[src/verilog/rename_pkg.sv]
package rename_pkg;

    localparam int ARCH_REGS = 32;

    typedef logic [4:0] arch_reg_t;
    typedef logic [6:0] phys_tag_t;   // up to 128 physical regs
    typedef logic [5:0] rob_idx_t;    // up to 64 slots

    typedef enum logic [1:0] {
        ROB_EMPTY,
        ROB_WAIT,
        ROB_DONE
    } rob_state_e;

    typedef struct packed {
        arch_reg_t rd;
        arch_reg_t rs1;
        arch_reg_t rs2;
    } dispatch_req_t;

    typedef struct packed {
        phys_tag_t ps1;
        phys_tag_t ps2;
        phys_tag_t pd;
        rob_idx_t  rob_idx;
    } rename_rsp_t;

    typedef struct packed {
        logic     valid;
        rob_idx_t rob_idx;
    } complete_t;

    // head of rob offered for retirement
    typedef struct packed {
        logic      valid;
        logic      renamed;   // entry owns a physical destination
        arch_reg_t rd;
        phys_tag_t pd;
    } retire_t;

    typedef struct packed {
        logic      valid;
        arch_reg_t rd;
        phys_tag_t pd;
        phys_tag_t old_pd;
    } commit_t;

endpackage : rename_pkg

[src/verilog/rat_table.sv]
`timescale 1ns/1ps

module rat_table #(
    parameter int NUM_PHYS = 64
) (
    input  logic                 clk,
    input  logic                 rst,

    input  rename_pkg::arch_reg_t rs1_i,
    input  rename_pkg::arch_reg_t rs2_i,
    input  rename_pkg::arch_reg_t rd_i,
    input  logic                 alloc_i,
    input  rename_pkg::phys_tag_t pd_i,

    output rename_pkg::phys_tag_t ps1_o,
    output rename_pkg::phys_tag_t ps2_o
);

    // entries only need enough bits for NUM_PHYS tags
    localparam int TAG_W = $clog2(NUM_PHYS);

    logic [TAG_W-1:0] map_q [rename_pkg::ARCH_REGS];

    always_ff @(posedge clk) begin
        if (rst) begin
            for (int i = 0; i < rename_pkg::ARCH_REGS; i++) begin
                map_q[i] <= TAG_W'(i);   // identity map
            end
        end else if (alloc_i) begin
            map_q[rd_i] <= pd_i[TAG_W-1:0];
        end
    end

    // lookup sees the map before this cycle's write
    assign ps1_o = rename_pkg::phys_tag_t'(map_q[rs1_i]);
    assign ps2_o = rename_pkg::phys_tag_t'(map_q[rs2_i]);

endmodule : rat_table

[src/verilog/free_list.sv]
`timescale 1ns/1ps

module free_list #(
    parameter int NUM_PHYS = 64
) (
    input  logic                 clk,
    input  logic                 rst,

    input  logic                 pop_i,
    input  logic                 push_i,
    input  rename_pkg::phys_tag_t push_tag_i,

    output rename_pkg::phys_tag_t head_tag_o,
    output logic                 empty_o
);

    localparam int DEPTH = NUM_PHYS - rename_pkg::ARCH_REGS;
    localparam int PTR_W = (DEPTH > 1) ? $clog2(DEPTH) : 1;
    localparam int CNT_W = $clog2(DEPTH + 1);

    rename_pkg::phys_tag_t fifo_q [DEPTH];
    logic [PTR_W-1:0]      rd_ptr_q;
    logic [PTR_W-1:0]      wr_ptr_q;
    logic [CNT_W-1:0]      count_q;

    // depth need not be a power of two
    function automatic logic [PTR_W-1:0] ptr_inc(input logic [PTR_W-1:0] ptr);
        logic [PTR_W-1:0] nxt;
        if (ptr == PTR_W'(DEPTH - 1)) begin
            nxt = '0;
        end else begin
            nxt = ptr + 1'b1;
        end
        return nxt;
    endfunction

    always_ff @(posedge clk) begin
        if (rst) begin
            for (int i = 0; i < DEPTH; i++) begin
                fifo_q[i] <= rename_pkg::phys_tag_t'(rename_pkg::ARCH_REGS + i);
            end
            rd_ptr_q <= '0;
            wr_ptr_q <= '0;   // full, so write side wraps onto read side
            count_q  <= CNT_W'(DEPTH);
        end else begin
            if (pop_i) begin
                rd_ptr_q <= ptr_inc(rd_ptr_q);
            end
            if (push_i) begin
                fifo_q[wr_ptr_q] <= push_tag_i;
                wr_ptr_q         <= ptr_inc(wr_ptr_q);
            end
            case ({push_i, pop_i})
                2'b10:   count_q <= count_q + 1'b1;
                2'b01:   count_q <= count_q - 1'b1;
                default: count_q <= count_q;   // both or neither
            endcase
        end
    end

    assign head_tag_o = fifo_q[rd_ptr_q];
    assign empty_o    = (count_q == '0);

endmodule : free_list

[src/verilog/rob.sv]
`timescale 1ns/1ps

module rob #(
    parameter int ROB_DEPTH = 16
) (
    input  logic                  clk,
    input  logic                  rst,

    input  logic                  dispatch_valid_i,
    input  rename_pkg::arch_reg_t  rd_i,
    input  rename_pkg::phys_tag_t  free_tag_i,
    input  logic                  free_empty_i,
    input  rename_pkg::complete_t  complete_i,

    output logic                  dispatch_ready_o,
    output logic                  alloc_o,
    output rename_pkg::phys_tag_t  pd_o,
    output rename_pkg::rob_idx_t   rob_idx_o,
    output rename_pkg::retire_t    retire_o
);

    localparam int IDX_W = $clog2(ROB_DEPTH);

    rename_pkg::rob_state_e state_q   [ROB_DEPTH];
    rename_pkg::arch_reg_t  rd_q      [ROB_DEPTH];
    rename_pkg::phys_tag_t  pd_q      [ROB_DEPTH];
    logic                   renamed_q [ROB_DEPTH];

    logic [IDX_W-1:0] head_q;
    logic [IDX_W-1:0] tail_q;
    logic [IDX_W:0]   count_q;

    logic             full;
    logic             need_tag;
    logic             accept;
    logic [IDX_W-1:0] cmpl_idx;

    assign full     = (count_q == (IDX_W + 1)'(ROB_DEPTH));
    assign need_tag = (rd_i != '0);   // x0 never gets a tag
    assign cmpl_idx = complete_i.rob_idx[IDX_W-1:0];

    assign dispatch_ready_o = !full && (!free_empty_i || !need_tag);
    assign accept           = dispatch_valid_i && dispatch_ready_o;
    assign alloc_o          = accept && need_tag;
    assign pd_o             = need_tag ? free_tag_i : '0;
    assign rob_idx_o        = rename_pkg::rob_idx_t'(tail_q);

    // head offered as soon as it is done
    assign retire_o.valid   = (state_q[head_q] == rename_pkg::ROB_DONE);
    assign retire_o.renamed = renamed_q[head_q];
    assign retire_o.rd      = rd_q[head_q];
    assign retire_o.pd      = pd_q[head_q];

    always_ff @(posedge clk) begin
        if (rst) begin
            for (int i = 0; i < ROB_DEPTH; i++) begin
                state_q[i] <= rename_pkg::ROB_EMPTY;
            end
            head_q  <= '0;
            tail_q  <= '0;
            count_q <= '0;
        end else begin
            if (complete_i.valid) begin
                state_q[cmpl_idx] <= rename_pkg::ROB_DONE;
            end
            if (accept) begin
                state_q[tail_q] <= rename_pkg::ROB_WAIT;
                tail_q          <= tail_q + 1'b1;
            end
            if (retire_o.valid) begin
                state_q[head_q] <= rename_pkg::ROB_EMPTY;
                head_q          <= head_q + 1'b1;
            end
            case ({accept, retire_o.valid})
                2'b10:   count_q <= count_q + 1'b1;
                2'b01:   count_q <= count_q - 1'b1;
                default: count_q <= count_q;
            endcase
        end
    end

    always_ff @(posedge clk) begin
        if (accept) begin
            rd_q[tail_q]      <= rd_i;
            pd_q[tail_q]      <= pd_o;
            renamed_q[tail_q] <= need_tag;
        end
    end

endmodule : rob

[src/verilog/retire_map.sv]
`timescale 1ns/1ps

module retire_map (
    input  logic                 clk,
    input  logic                 rst,

    input  rename_pkg::retire_t   retire_i,

    output rename_pkg::commit_t   commit_o,
    output logic                 push_o,
    output rename_pkg::phys_tag_t push_tag_o
);

    // committed arch to phys map
    rename_pkg::phys_tag_t rrat_q [rename_pkg::ARCH_REGS];
    rename_pkg::phys_tag_t old_pd;

    assign old_pd = rrat_q[retire_i.rd];

    assign commit_o.valid  = retire_i.valid;
    assign commit_o.rd     = retire_i.rd;
    assign commit_o.pd     = retire_i.pd;
    assign commit_o.old_pd = old_pd;

    // previous committed tag is dead once the new one commits
    assign push_o     = retire_i.valid && retire_i.renamed;
    assign push_tag_o = old_pd;

    always_ff @(posedge clk) begin
        if (rst) begin
            for (int i = 0; i < rename_pkg::ARCH_REGS; i++) begin
                rrat_q[i] <= rename_pkg::phys_tag_t'(i);
            end
        end else if (push_o) begin
            rrat_q[retire_i.rd] <= retire_i.pd;
        end
    end

endmodule : retire_map

[src/verilog/rename_core.sv]
`timescale 1ns/1ps

module rename_core #(
    parameter int NUM_PHYS  = 64,
    parameter int ROB_DEPTH = 16
) (
    input  logic                     clk,
    input  logic                     rst,

    input  logic                     dispatch_valid_i,
    input  rename_pkg::dispatch_req_t dispatch_i,
    output logic                     dispatch_ready_o,
    output rename_pkg::rename_rsp_t   rename_o,

    input  rename_pkg::complete_t     complete_i,
    output rename_pkg::commit_t       commit_o
);

    logic                  alloc;
    rename_pkg::phys_tag_t pd;
    rename_pkg::rob_idx_t  rob_idx;
    rename_pkg::phys_tag_t ps1;
    rename_pkg::phys_tag_t ps2;

    rename_pkg::phys_tag_t free_head_tag;
    logic                  free_empty;

    rename_pkg::retire_t   retire;
    logic                  push;
    rename_pkg::phys_tag_t push_tag;

    rat_table #(
        .NUM_PHYS (NUM_PHYS)
    ) rat_table_i (
        .clk     (clk),
        .rst     (rst),
        .rs1_i   (dispatch_i.rs1),
        .rs2_i   (dispatch_i.rs2),
        .rd_i    (dispatch_i.rd),
        .alloc_i (alloc),
        .pd_i    (pd),
        .ps1_o   (ps1),
        .ps2_o   (ps2)
    );

    free_list #(
        .NUM_PHYS (NUM_PHYS)
    ) free_list_i (
        .clk        (clk),
        .rst        (rst),
        .pop_i      (alloc),
        .push_i     (push),
        .push_tag_i (push_tag),
        .head_tag_o (free_head_tag),
        .empty_o    (free_empty)
    );

    rob #(
        .ROB_DEPTH (ROB_DEPTH)
    ) rob_i (
        .clk              (clk),
        .rst              (rst),
        .dispatch_valid_i (dispatch_valid_i),
        .rd_i             (dispatch_i.rd),
        .free_tag_i       (free_head_tag),
        .free_empty_i     (free_empty),
        .complete_i       (complete_i),
        .dispatch_ready_o (dispatch_ready_o),
        .alloc_o          (alloc),
        .pd_o             (pd),
        .rob_idx_o        (rob_idx),
        .retire_o         (retire)
    );

    retire_map retire_map_i (
        .clk        (clk),
        .rst        (rst),
        .retire_i   (retire),
        .commit_o   (commit_o),
        .push_o     (push),
        .push_tag_o (push_tag)
    );

    assign rename_o.ps1     = ps1;
    assign rename_o.ps2     = ps2;
    assign rename_o.pd      = pd;
    assign rename_o.rob_idx = rob_idx;

endmodule : rename_core

[config.mk]
export PLATFORM = sky130hd
export DESIGN_NAME = rename_core
export DESIGN_NICKNAME = d
export VERILOG_FILES = /design/src/verilog/rename_pkg.sv /design/src/verilog/rat_table.sv /design/src/verilog/free_list.sv /design/src/verilog/rob.sv /design/src/verilog/retire_map.sv /design/src/verilog/rename_core.sv
export SDC_FILE = /design/constraint.sdc
export NUM_CORES = 1
export LEC_CHECK = 0
export BUFFER_PORTS_ARGS = -buffer_cell sky130_fd_sc_hd__buf_2
export CORE_ASPECT_RATIO = 1.75
export CORE_UTILIZATION = 33
export CTS_BUF_LIST = sky130_fd_sc_hd__clkbuf_8
export CTS_CLUSTER_DIAMETER = 120
export DETAILED_ROUTE_END_ITERATION = 8
export PLACE_DENSITY = 0.57
export SYNTH_ARGS = -nofsm -noshare
export SYNTH_HDL_FRONTEND = slang
export SYNTH_HIERARCHICAL = 1
export SYNTH_SLANG_ARGS = --single-unit
[constraint.sdc]
create_clock -name clk -period 4.3 [get_ports clk]
set_input_delay 0.215 -clock clk [delete_from_list [all_inputs] [get_ports clk]]
set_output_delay 0.215 -clock clk [all_outputs]
set_load 0.01 [all_outputs]
; ---- Word level (Yosys, flattened, before mapping)
; Memories as Yosys holds them, arrays and structs flattened. A register that Yosys moved wholly into a read port is not among the register bits.
; Index checks and enable logic that the tools add are counted.
[word_totals]
elab_cells = 98
ram_bits = 880
in_bits = 25
n_memories = 7
register_bits = 29
output_inout_bits = 48
[op_classes]
reduce_logical = 18
addsub = 8
n_eq_ne = 8
muxes = 51
[mem_list]
columns = name, words, width, rd, rd_clocked_by_memory_dff, write_ports, line
row1 = free_list_i.fifo_q, 32, 7, 1, 1, 32, free_list.sv:21  ; rename_pkg::phys_tag_t fifo_q [DEPTH];
row2 = retire_map_i.rrat_q, 32, 7, 1, 0, 32, retire_map.sv:15  ; rename_pkg::phys_tag_t rrat_q [rename_pkg::ARCH_REGS];
row3 = rat_table_i.map_q, 32, 6, 2, 0, 32, rat_table.sv:22  ; logic [TAG_W-1:0] map_q [rename_pkg::ARCH_REGS];
row4 = rob_i.pd_q, 16, 7, 1, 1, 1, rob.sv:26  ; rename_pkg::phys_tag_t pd_q [ROB_DEPTH];
row5 = rob_i.rd_q, 16, 5, 1, 1, 1, rob.sv:25  ; rename_pkg::arch_reg_t rd_q [ROB_DEPTH];
row6 = rob_i.state_q, 16, 2, 1, 1, 16, rob.sv:24  ; rename_pkg::rob_state_e state_q [ROB_DEPTH];
row7 = +1 memories, --, --, --, --, --, --
[ops]
columns = operator, n
row1 = $mux 4, 11
row2 = $mux 5, 7
row3 = $mux 1, 24
row4 = $mux 7, 3
row5 = $add 5x1->5 const B, 3
row6 = $eq 5x5->1 const B, 3
row7 = $reduce_or 7->1, 2
row8 = $pmux 6 s2, 1
row9 = $pmux 5 s2, 1
row10 = $add 4x1->4 const B, 2
row11 = $add 6x1->6 const B, 1
row12 = $eq 2x2->1 const B, 3
row13 = $logic_not 6->1, 1
row14 = $mux 2, 3
row15 = $mux 6, 1
row16 = $reduce_or 2->1, 3
row17 = $reduce_or 6->1, 1
row18 = $sub 6x1->6 const B, 1
row19 = $reduce_bool 5->1, 1
row20 = $sub 5x1->5 const B, 1
row21 = $eq 2x1->1 const B, 2
row22 = $logic_and 1x1->1, 4
row23 = $reduce_bool 2->1, 2
row24 = $logic_not 1->1, 3
row25 = $logic_or 1x1->1, 1

; ---- Logic depth before layout (Yosys ltp)
; Gate-level depths: netlist of the first run.
[depth]
word_depth = 11
depth_mapped = 18
mapped_depth_nobuf = 14

; ---- Hierarchy
; Netlist of the first run, hierarchy kept.
[modules_own_cells]
columns = mod, instances, area_per_inst_um2, seq_area_each_um2, cells_per_inst
row1 = free_list, 1, 11634.9, 7146.9, 857
row2 = retire_map, 1, 10805.4, 6726.5, 844
row3 = rob, 1, 10709.0, 7226.9, 639
row4 = rat_table, 1, 10587.7, 5765.5, 662

; ---- Worst setup path before layout of the first run
; OpenSTA, ideal clock, no wires.
[synth_timing]
path_kind = register to register
startpoint = register with a tool-made name
endpoint = memory free_list_i/fifo_q[10][1] in the netlist's numbering, data pin
path_slack_ns = 0.360
path_buffers = 8
period_less_slack_ns = 3.940
t_arrival_ns = 3.675
stages_incl_launch_ff = 16
setup_time_ns = 0.265
required_ns = 4.035
cell_sequence = dfxtp_1 -> buf_6 -> buf_2 -> buf_4 -> mux4_2 -> mux4_2 -> buf_2 -> buf_2 -> buf_2 -> mux2i_1 -> o22ai_1 -> nor4_1 -> nand2_1 -> buf_4 -> clkbuf_1 -> or3_1
[synth_lines]
columns = element, line
row1 = end: declaration, free_list.sv:21

==> impl_metrics.env, run 1 <==
export IMPL_yosys_register_bits=918
export IMPL_hold_viol=0
export IMPL_die_area_um2=134000
export IMPL_hp_class="input pin to flop"
export IMPL_setup_ws_ns=-0.135
export IMPL_synth_area_per_cell_um2=14.6
export IMPL_ys_top_cells_by_area="edfxtp_1 (58%), mux4_2 (11%), and2_1 (4.3%), or3_1 (3.8%), mux2i_1 (3.4%)"
export IMPL_place_inst=4595
export IMPL_start_kind="flop"
export IMPL_gp_congestion=0.878
export IMPL_antenna_found_initial=2
export IMPL_synth_xor_area_share_pct=0.200
export IMPL_fin_skew_ns=0.0429
export IMPL_grt_overflow_total=0
export IMPL_drt_pre_antenna_iters=5
export IMPL_cp_max_fo=13
export IMPL_wire_per_inst_um=24.8
export IMPL_cap_viol_max_count=0
export IMPL_die_h_um=484
export IMPL_synth_top_area_cell="edfxtp_1"
export IMPL_synth_top_area_share_pct=58.2
export IMPL_layout_drive_gt1_share_pct=27.6
export IMPL_via_count=26400
export IMPL_clock_sinks=918
export IMPL_min_period_over_period_pct=103
export IMPL_io_buffers=66
export IMPL_clock_power_share_pct=34.0
export IMPL_synth_simple_area_share_pct=15.3
export IMPL_avgViaCountPerCell=5.36
export IMPL_min_period_ns=4.44
export IMPL_worstSetupPathType="flop to primary output"
export IMPL_tightest_slew_ns=1.05
export IMPL_violations="setup timing"
export IMPL_status="finished, violations left"
export IMPL_regArea_um2=26900
export IMPL_initial_core_util_pct=33.3
export IMPL_swShare_pct=28.7
export IMPL_ys_async_sr_fraction_pct=0
export IMPL_p_comb_share_pct=19.1
export IMPL_synth_seq_area_share_pct=61.4
export IMPL_synthCells=3002
export IMPL_fillers=12300
export IMPL_ir_drop_mv=0.281
export IMPL_drt_iter0_drc=1834
export IMPL_synth_flop_cell="edfxtp_1"
export IMPL_synth_adder_area_share_pct=0.601
export IMPL_finalSetupViolations=7
export IMPL_die_x_um=277
export IMPL_routed_wl_um=122000
export IMPL_p_leak_nw=16.0
export IMPL_synth_edf_count=848
export IMPL_fmax_ghz=0.225
export IMPL_h_tree_depth=4
export IMPL_holdPathStages=2
export IMPL_clkTransAtPathRegs_ns=0.07
export IMPL_required_ns=4.09
export IMPL_powerDensity_nw_per_um2=430
export IMPL_relSlewSlack_pct=29.9
export IMPL_yosys_top_cells_count="edfxtp_1 (848), and2_1 (304), or3_1 (266), mux4_2 (217), clkbuf_1 (169)"
export IMPL_ys_warn_count=6
export IMPL_dpl_hpwl_um=80600
export IMPL_hold_slack_ns=0.405
export IMPL_r2r_slack_ns=0.06
export IMPL_synth_cell_types=87
export IMPL_final_antenna_net_count=0
export IMPL_fp_row_count=176
export IMPL_tns_ns=-0.625
export IMPL_endpoint_kind="primary output"
export IMPL_first_global_vias=27600
export IMPL_cellInternalPower_mw=15.5
export IMPL_cts_tree="done"
export IMPL_io_pins=73
export IMPL_synthMuxAreaShare_pct=15.5
export IMPL_grt_max_degree=50
export IMPL_grt_total_usage_pct=18.1
export IMPL_clk_latency_ns=0.85
export IMPL_post_route_drc_count=0
export IMPL_nets=3169
export IMPL_cts_buffers=143
export IMPL_cp_arrival_ns=4.22
export IMPL_area_growth_pct=15.1
export IMPL_core_area_um2=131000
export IMPL_finalMaxSlewViolations=0
export IMPL_synth_top_family_by_area="multiplexers"
export IMPL_worstSetupEndpoint="commit_o[2]"
export IMPL_synth_compound_area_share_pct=3.34
export IMPL_rsz0062_at_grt="true"
export IMPL_final_cells=4926
export IMPL_yosysMostFrequentCell="edfxtp_1"
export IMPL_grt_pass1_wl_um=178000
export IMPL_power_frac_seq_pct=47.0
export IMPL_clock_tree_buffer_depth=3
export IMPL_cts_root_buf="clkbuf_8"
export IMPL_rr_endpoint="free_list_i/fifo_q[6][2]$_SDFFCE_PN1P_"
export IMPL_p_sw_mw=6.21
export IMPL_reg2reg_depth=15
export IMPL_multiInputGateArea_um2=15900
export IMPL_synth_area_um2=43700
==> repair_timing <==
action,CTS,global route
setup buffers,31,17
pin swaps,10,15
gates resized for setup,68,40
setup endpoints to repair,9,27
cloned,9,2
hold buffers,17,0
endpoints found under the hold margin,114,0
==> worst max-delay path, cell delays in order, from the launching register on <==
cell,delay (ns)
dfxtp_4,0.43
buf_4,0.15
mux4_2,0.49
mux4_4,0.63
buf_12,0.19
buf_4,0.19
buf_4,0.17
mux2i_1,0.14
buf_4,0.15
o22ai_2,0.09
nor4_2,0.29
nand2_1,0.16
buf_12,0.16
buf_6,0.11
==> power by group through the flow <==
| stage | sequential [mW] | combinational (mW) | clock (mW) |
|---|---|---|---|
| detailed placement | 10.4 | 3.39 | 0 |
| global placement | 10.4 | 3.35 | 0 |
| global route | 10.2 | 4.32 | 7.92 |
| finish | 10.2 | 4.13 | 7.36 |
| floorplan | 10.3 | 2.01 | 0 |
| CTS | 10.2 | 3.96 | 7.57 |
==> cells by family (layout without fill, tap and decap cells) <==
logic type,Yosys count,in the layout
simple gates,1121,1121
flops,918,918
mux,390,392
buf+inv,324,550
compound gates,216,216
fa+ha+maj,21,21
xor+xnor,10,10
other cells,2,7
==> flip-flops by register name, summed over array words and instances, names as in the netlist, 5 cells and up, named ones only <==
signal and count:
rob_i/state_q 32, free_list_i/wr_ptr_q 5, free_list_i/fifo_q 224, rob_i/renamed_q 16, rat_table_i/map_q 192, rob_i/count_q 5
free_list_i/count_q 6, rob_i/pd_q 112, rob_i/rd_q 80, free_list_i/rd_ptr_q 5, retire_map_i/rrat_q 224
==> per-layer routing <==
metal	GRT usage (%)	vias to the layer above	share of wire (%)
li1	-	11800	-
met1	17.5	13500	33
met2	35.6	826	57
met3	3.36	275	4.8
met4	9.29	0	4.8
met5	0	-	0
==> worst min-delay path by stage <==
stage / from / to / slack, ns
after floorplan: dispatch_i[10] / rob_i/rd_q[0][0]$_DFFE_PP_ / 0.31
after global placement: rob_i/state_q[6][0]$_SDFFE_PP0P_ / rob_i/state_q[6][0]$_SDFFE_PP0P_ / 0.46
after detailed placement: rob_i/state_q[6][0]$_SDFFE_PP0P_ / rob_i/state_q[6][0]$_SDFFE_PP0P_ / 0.45
after CTS: dispatch_i[11] / rob_i/rd_q[15][1]$_DFFE_PP_ / 0.30
after global routing: dispatch_i[11] / rob_i/rd_q[8][1]$_DFFE_PP_ / 0.37
final: dispatch_i[11] / rob_i/rd_q[6][1]$_DFFE_PP_ / 0.40
==> cells in the final DEF (no fill, tap or decap), drive strengths merged, types with 6 or more instances in the layout <==
cell type	instances
or2	100
or4b	8
dfxtp	70
bufbuf	6
xor2	7
inv	73
mux2i	148
clkbuf	153
nand4	15
nand3b	17
bufinv	8
edfxtp	848
mux2	15
clkinv	48
nand4b	8
nand4bb	9
and2	304
mux4	229
o22ai	62
a21oi	28
nor2	155
nor3	66
dlygate4sd3	17
or3b	12
a31oi	29
nor4	22
ha	21
nand2	36
buf	242
o21ai	25
nor2b	26
or3	267
a32oi	6
nor3b	6
and3	7
nand2b	20
o32a	6
a22oi	30
nand3	24
==> cell type report <==
cell class | count | share of cell area, %
diodes | 3 | 0.0149
clock buffers | 151 | 4.13
clock inverters | 103 | 1.44
inverters | 29 | 0.216
multi-input cells | 1764 | 31.6
flip-flops and latches | 918 | 53.4
well taps | 1691 | 4.20
repair buffers | 267 | 4.98
==> through the flow <==
stage | util [%] | area (µm²) | worst slack, ns | total power, mW
3_3_place_gp | 35.0 | 46100 | 0.0302 | 13.7
6_report | 38.3 | 50400 | -0.135 | 21.7
5_1_grt | 38.3 | 50300 | -0.293 | 22.4
4_1_cts | 38.0 | 50000 | -0.314 | 21.7
2_1_floorplan | - | 43700 | 0.360 | 12.3
3_5_place_dp | 35.0 | 46100 | -0.0136 | 13.8
Note: power is estimated with default switching activity, not from simulation.
==> run 2, diff against run 1 <==
Settings changed: PLACE_DENSITY 0.57 to 0.59.
Clock period 4.3 ns to 3.8 ns, I/O delays scaled along.
==> run 2 against run 1 <==
Compared with the run above:
- setup slack worse by 0.66 ns
- the run still ends with setup timing left
- wire length up 6.4%
- count of clock-buffer cells in the layout unchanged
- design area up 5.0%
- first-iteration DRC count up 7.4%
- cell count up 4.0%
- worst hold slack worse by 0.20 ns
- critical endpoint is now commit_o[3]
- largest cell class unchanged
- non-clock buffer count up 195
- register-to-register slack worse by 0.69 ns
- flip-flop and latch count unchanged
- via count up 4.7%
==> impl_metrics.env, run 2 (same netlist as run 1, synthesis figures left out) <==
export IMPL_drt_iter0_drc=1969
export IMPL_powerDensity_nw_per_um2=484
export IMPL_regArea_um2=26900
export IMPL_h_tree_depth=4
export IMPL_dpl_hpwl_um=81400
export IMPL_initial_core_util_pct=33.3
export IMPL_die_x_um=277
export IMPL_cp_arrival_ns=4.41
export IMPL_gp_congestion=0.887
export IMPL_core_area_um2=131000
export IMPL_rr_endpoint="free_list_i/fifo_q[10][3]$_SDFFCE_PN1P_"
export IMPL_ir_drop_mv=0.296
export IMPL_first_global_vias=28400
export IMPL_relSlewSlack_pct=34.6
export IMPL_holdPathStages=3
export IMPL_grt_total_usage_pct=18.1
export IMPL_start_kind="flop"
export IMPL_min_from="rst"
export IMPL_die_area_um2=134000
export IMPL_highest_layer="met5"
export IMPL_tns_ns=-58.03
export IMPL_post_route_drc_count=0
export IMPL_p_leak_nw=17.2
export IMPL_grt_max_degree=54
export IMPL_fin_skew_ns=0.0466
export IMPL_reg2reg_depth=16
export IMPL_min_period_over_period_pct=121
export IMPL_hold_viol=0
export IMPL_drt_pre_antenna_iters=7
export IMPL_multiInputGateArea_um2=16500
export IMPL_endpoint_kind="primary output"
export IMPL_hp_class="input pin to flop"
export IMPL_cts_buffers=141
export IMPL_wire_per_inst_um=25.4
export IMPL_nets=3371
export IMPL_layout_drive_gt1_share_pct=33.9
export IMPL_critPathSlowestCell="or4b_4"
export IMPL_final_antenna_net_count=0
export IMPL_finalMaxSlewViolations=0
export IMPL_min_period_ns=4.60
export IMPL_hold_slack_ns=0.206
export IMPL_cp_max_fo=6
export IMPL_whs_endpoint="free_list_i/count_q[1]$_SDFFE_PP0P_"
export IMPL_status="finished, violations left"
export IMPL_cts_tree="done"
export IMPL_dr_wl_met2_um=71700
export IMPL_path_buf_inv=7
export IMPL_setup_ws_ns=-0.797
export IMPL_grt_pass1_wl_um=179000
export IMPL_grt_overflow_total=0
export IMPL_met3_length_um=6950
export IMPL_finalSetupViolations=241
export IMPL_clock_tree_buffer_depth=3
export IMPL_die_h_um=484
export IMPL_avgViaCountPerCell=5.39
export IMPL_rsz0062_at_grt="true"
export IMPL_antenna_found_initial=7
export IMPL_fmax_ghz=0.218
export IMPL_worstPathCellList="buf_12 -> clkbuf_16 -> mux4_2 -> mux4_2 -> buf_4 -> or4b_4 -> buf_4 -> o22ai_1 -> nor4_2 -> nand2_1 -> buf_12 -> buf_6 -> buf_6"
export IMPL_finalPower_mw=25.6
export IMPL_final_cell_mix="edfxtp_1 (848), and2_1 (276), buf_4 (265)"
export IMPL_required_ns=3.61
export IMPL_area_growth_pct=20.9
export IMPL_via_count=27600
export IMPL_worst_path_dominant_cell_family="multiplexers"
export IMPL_final_core_util_pct=40.2
export IMPL_slowest_delay_ns=0.61
export IMPL_routed_wl_um=130000
export IMPL_clkTransAtPathRegs_ns=0.06
export IMPL_clock_sinks=918
export IMPL_cts_root_buf="clkbuf_8"
export IMPL_fillers=12000
export IMPL_reg_top3="free_list_i/fifo_q x224, retire_map_i/rrat_q x224, rat_table_i/map_q x192"
export IMPL_fp_row_count=176
export IMPL_io_buffers=66
export IMPL_io_pins=73
export IMPL_tightest_slew_ns=0.981
export IMPL_mostFrequentLayoutCell="edfxtp_1"
export IMPL_cap_viol_max_count=0
export IMPL_stdcell_area_um2=52900
export IMPL_dpl_cell_area_um2=47300
export IMPL_met1_length_um=43100
export IMPL_violations="setup timing"
export IMPL_r2r_slack_ns=-0.63
export IMPL_clk_latency_ns=0.87
export IMPL_worstSetupPathType="flop to primary output"
## run 2: cell types whose count changed in the layout (fill, tap and decap cells not counted), moves of 14 or more
| cell | delta |
|---|---|
| buf_4 | +124 |
| buf_6 | +38 |
| and2_1 | -28 |
| and2_4 | +28 |
| buf_12 | +22 |
| or2_2 | -14 |
| or2_4 | +14 |
## run 2: power breakdown
part / leakage [nW] / switching [mW] / internal, mW
clock: 1.51 / 4.06 / 4.11
sequential: 8.10 / 0.160 / 11.4
combinational: 7.56 / 3.29 / 2.62
## run 2: cell type report
class | count | area share [%]
Multi-Input combinational cell | 1773 | 31.3
Sequential cell | 918 | 50.8
Antenna cell | 6 | 0.0284
Clock inverter | 94 | 1.20
Tap cell | 1691 | 4.00
Clock buffer | 151 | 3.93
Inverter | 29 | 0.206
Timing Repair Buffer | 462 | 8.51
## run 2: worst max-delay path by stage
stage / from / to / slack, ns / cells after the start
after floorplan: flop / free_list_i/fifo_q[10][1]$_SDFFCE_PN1P_ / -0.00003 / 15
after global placement: flop / free_list_i/fifo_q[18][1]$_SDFFCE_PN1P_ / -0.33 / 11
after detailed placement: flop / free_list_i/fifo_q[2][1]$_SDFFCE_PN1P_ / -0.37 / 11
after CTS: flop / commit_o[4] / -0.88 / 13
after global routing: flop / commit_o[3] / -0.94 / 13
final: flop / commit_o[3] / -0.80 / 13
## run 2: metal layers
metal  vias to the layer above  global-route usage (%)
met3                       389                    3.35
met1                     14000                    17.8
met2                      1008                    34.7
met4                         2                    10.6
li1                      12200                       -
met5                         -                       0
## run 2: worst reg2reg max path: cells and delay by family (launching register included)
kind | cells | cell delay [ns]
flip-flops | 1 | 0.44
AO/OA/AOI/OAI | 1 | 0.14
multiplexers | 3 | 1.40
buffers and inverters | 9 | 1.31
AND/OR/NAND/NOR | 3 | 0.89
## run 2: through the flow
stage	setup WS, ns	cells
global placement	-0.331	4739
detailed placement	-0.367	4739
floorplan	-0.0000260	3004
finish	-0.797	5124
CTS	-0.878	5022
global route	-0.942	5121
## run 2: timing repair
| item | in CTS | in global routing |
|---|---|---|
| cloned | 6 | 24 |
| endpoints found under the setup margin | 271 | 387 |
| pin swaps | 9 | 92 |
| hold buffers | 15 | 0 |
| setup buffers | 17 | 80 |
| resized for setup | 81 | 234 |
| endpoints found under the hold margin | 118 | 0 |
==> run 3, diff against run 2 <==
Settings changed: CELL_PAD_IN_SITES_DETAIL_PLACEMENT set to 1, CELL_PAD_IN_SITES_GLOBAL_PLACEMENT set to 2, PLACE_DENSITY 0.59 to 0.72.
==> run 3 against run 2 <==
Compared with the run above:
- the flow still finishes with violations (setup timing)
- maximum frequency up 1.3%
- highest routed layer is now met4
- cell count down 1.0%
- critical path type unchanged
- via count down 1.6%
- global-route usage up 1.6 points
==> impl_metrics.env, run 3 (same netlist as run 1, synthesis figures left out) <==
export IMPL_status="finished, violations left"
export IMPL_violations="setup timing"
export IMPL_initial_core_util_pct=33.3
export IMPL_min_period_ns=4.54
export IMPL_p_leak_nw=16.7
export IMPL_clkTransAtPathRegs_ns=0.06
export IMPL_die_h_um=484
export IMPL_antenna_found_initial=4
export IMPL_cts_tree="done"
export IMPL_regArea_um2=26900
export IMPL_hp_class="input pin to flop"
export IMPL_powerDensity_nw_per_um2=483
export IMPL_core_area_um2=131000
export IMPL_grt_pass1_wl_um=193000
export IMPL_fmax_ghz=0.220
export IMPL_fp_row_count=176
export IMPL_swShare_pct=29.6
export IMPL_cts_root_buf="clkbuf_8"
export IMPL_io_pins=73
export IMPL_clock_sinks=918
export IMPL_io_buffers=66
export IMPL_die_x_um=277
export IMPL_start_kind="flop"
export IMPL_p_sw_mw=7.37
export IMPL_layout_drive_gt1_share_pct=30.9
export IMPL_tightest_slew_ns=1.25
export IMPL_relSlewSlack_pct=16.4
export IMPL_die_area_um2=134000
export IMPL_ir_drop_mv=0.267
export IMPL_reg_top3="free_list_i/fifo_q x224, retire_map_i/rrat_q x224, rat_table_i/map_q x192"
export IMPL_finalMaxSlewViolations=0
export IMPL_nets=3308
export IMPL_cellInternalPower_mw=17.5
export IMPL_h_tree_depth=4
export IMPL_dpl_hpwl_um=87200
export IMPL_grt_overflow_total=0
export IMPL_endpoint_kind="primary output"
export IMPL_grt_total_usage_pct=19.6
export IMPL_drt_iter0_drc=1363
export IMPL_area_growth_pct=18.0
export IMPL_dp_worst_setup_slack_ns=-0.342
export IMPL_required_ns=3.61
export IMPL_worstSetupPathType="flop to primary output"
export IMPL_finalPower_mw=24.9
export IMPL_clk_latency_ns=0.88
export IMPL_final_antenna_net_count=0
export IMPL_min_period_over_period_pct=119
export IMPL_cp_arrival_ns=4.35
export IMPL_rsz0062_at_grt="true"
export IMPL_mostFrequentLayoutCell="edfxtp_1"
export IMPL_via_count=27200
export IMPL_fillers=13300
export IMPL_post_route_drc_count=0
export IMPL_cp_max_fo=20
export IMPL_final_core_util_pct=39.2
export IMPL_first_global_vias=29800
export IMPL_setup_ws_ns=-0.739
export IMPL_grt_max_degree=52
export IMPL_finalSetupViolations=260
export IMPL_power_frac_seq_pct=46.2
export IMPL_gp_congestion=0.839
export IMPL_fin_skew_ns=0.0752
export IMPL_cap_viol_max_count=0
export IMPL_p_comb_share_pct=20.6
export IMPL_routed_wl_um=132000
export IMPL_avgViaCountPerCell=5.36
export IMPL_hold_viol=0
export IMPL_multiInputGateArea_um2=16100
export IMPL_cts_buffers=144
export IMPL_clock_power_share_pct=33.2
export IMPL_final_cell_mix="edfxtp_1 (848), and2_1 (304), or3_1 (266)"
export IMPL_clock_tree_buffer_depth=3
export IMPL_drt_pre_antenna_iters=5
export IMPL_wire_per_inst_um=26.0
run 3: cell types whose count changed in the layout (fill, tap and decap cells not counted), moves of 12 or more:
| cell | delta |
|---|---|
| clkbuf_16 | -12 |
| and2_1 | +28 |
| buf_6 | -35 |
| buf_12 | -16 |
| clkinv_1 | +15 |
| or2_4 | -13 |
| or2_2 | +13 |
| and2_4 | -28 |
run 3: layout make-up:
type                            count  area share, %
Sequential cell                   918           52.1
Multi-Input combinational cell   1766           31.1
Timing Repair Buffer              403           7.10
Tap cell                         1691           4.10
Clock buffer                      145           3.87
Clock inverter                    115           1.48
Inverter                           29          0.211
Antenna cell                        5         0.0242
run 3: worst paths after layout:
check / start / to / slack (ns) / cells past startpoint
worst max-delay path: flop / commit_o[4] / -0.74 / 13
worst max register to register: flop / free_list_i/fifo_q[18][1]$_SDFFCE_PN1P_ / -0.38 / 13
worst min-delay path: rst / free_list_i/wr_ptr_q[3]$_SDFFE_PP0P_ / 0.46 / 3
worst min register to register: rob_i/state_q[5][0]$_SDFFE_PP0P_ / rob_i/state_q[5][0]$_SDFFE_PP0P_ / 0.47 / 2
run 3: worst max-delay path, stage by stage (launching register included):
cell and delay (ns):
dfxtp_4 0.39, buf_6 0.14, mux4_2 0.49, mux4_4 0.68, buf_16 0.21, buf_4 0.18
mux2i_1 0.21, o22ai_1 0.16, nor4_4 0.34, buf_4 0.16, nand2_1 0.09, buf_12 0.17
buf_4 0.14, buf_2 0.13
run 3: what timing repair did:
item | CTS | global route
setup buffers | 45 | 6
resized for setup | 114 | 34
pin swaps | 22 | 11
hold buffers | 16 | 0
setup endpoints to repair | 241 | 364
gates cloned | 13 | 0
hold endpoints to repair | 127 | 0
run 3: metal layers:
metal / track usage [%] / vias to the layer above / share of wire (%)
met5: 0 / - / 0
li1: - / 12100 / -
met4: 10.8 / 0 / 5.6
met1: 18.8 / 14200 / 34
met2: 39.0 / 643 / 57
met3: 3.14 / 301 / 3.6
run 3: power groups by stage:
stage / Combinational [mW] / Clock, mW / Sequential, mW
finish: 5.13 / 8.28 / 11.5
detailed placement: 4.22 / 0 / 11.7
global route: 5.39 / 8.86 / 11.5
floorplan: 2.28 / 0 / 11.7
global placement: 4.16 / 0 / 11.7
CTS: 5.11 / 8.54 / 11.5
run 3: per-stage QoR:
step / TNS, ns / instance area, µm² / cells / hold WS (ns)
floorplan: -0.0000775 / 43800 / 3004 / 0.289
global placement: -31.11 / 47200 / 4727 / 0.454
detailed placement: -43.35 / 47200 / 4727 / 0.458
CTS: -41.34 / 51400 / 5061 / 0.333
global route: -67.19 / 51600 / 5069 / 0.393
finish: -40.65 / 51600 / 5072 / 0.455
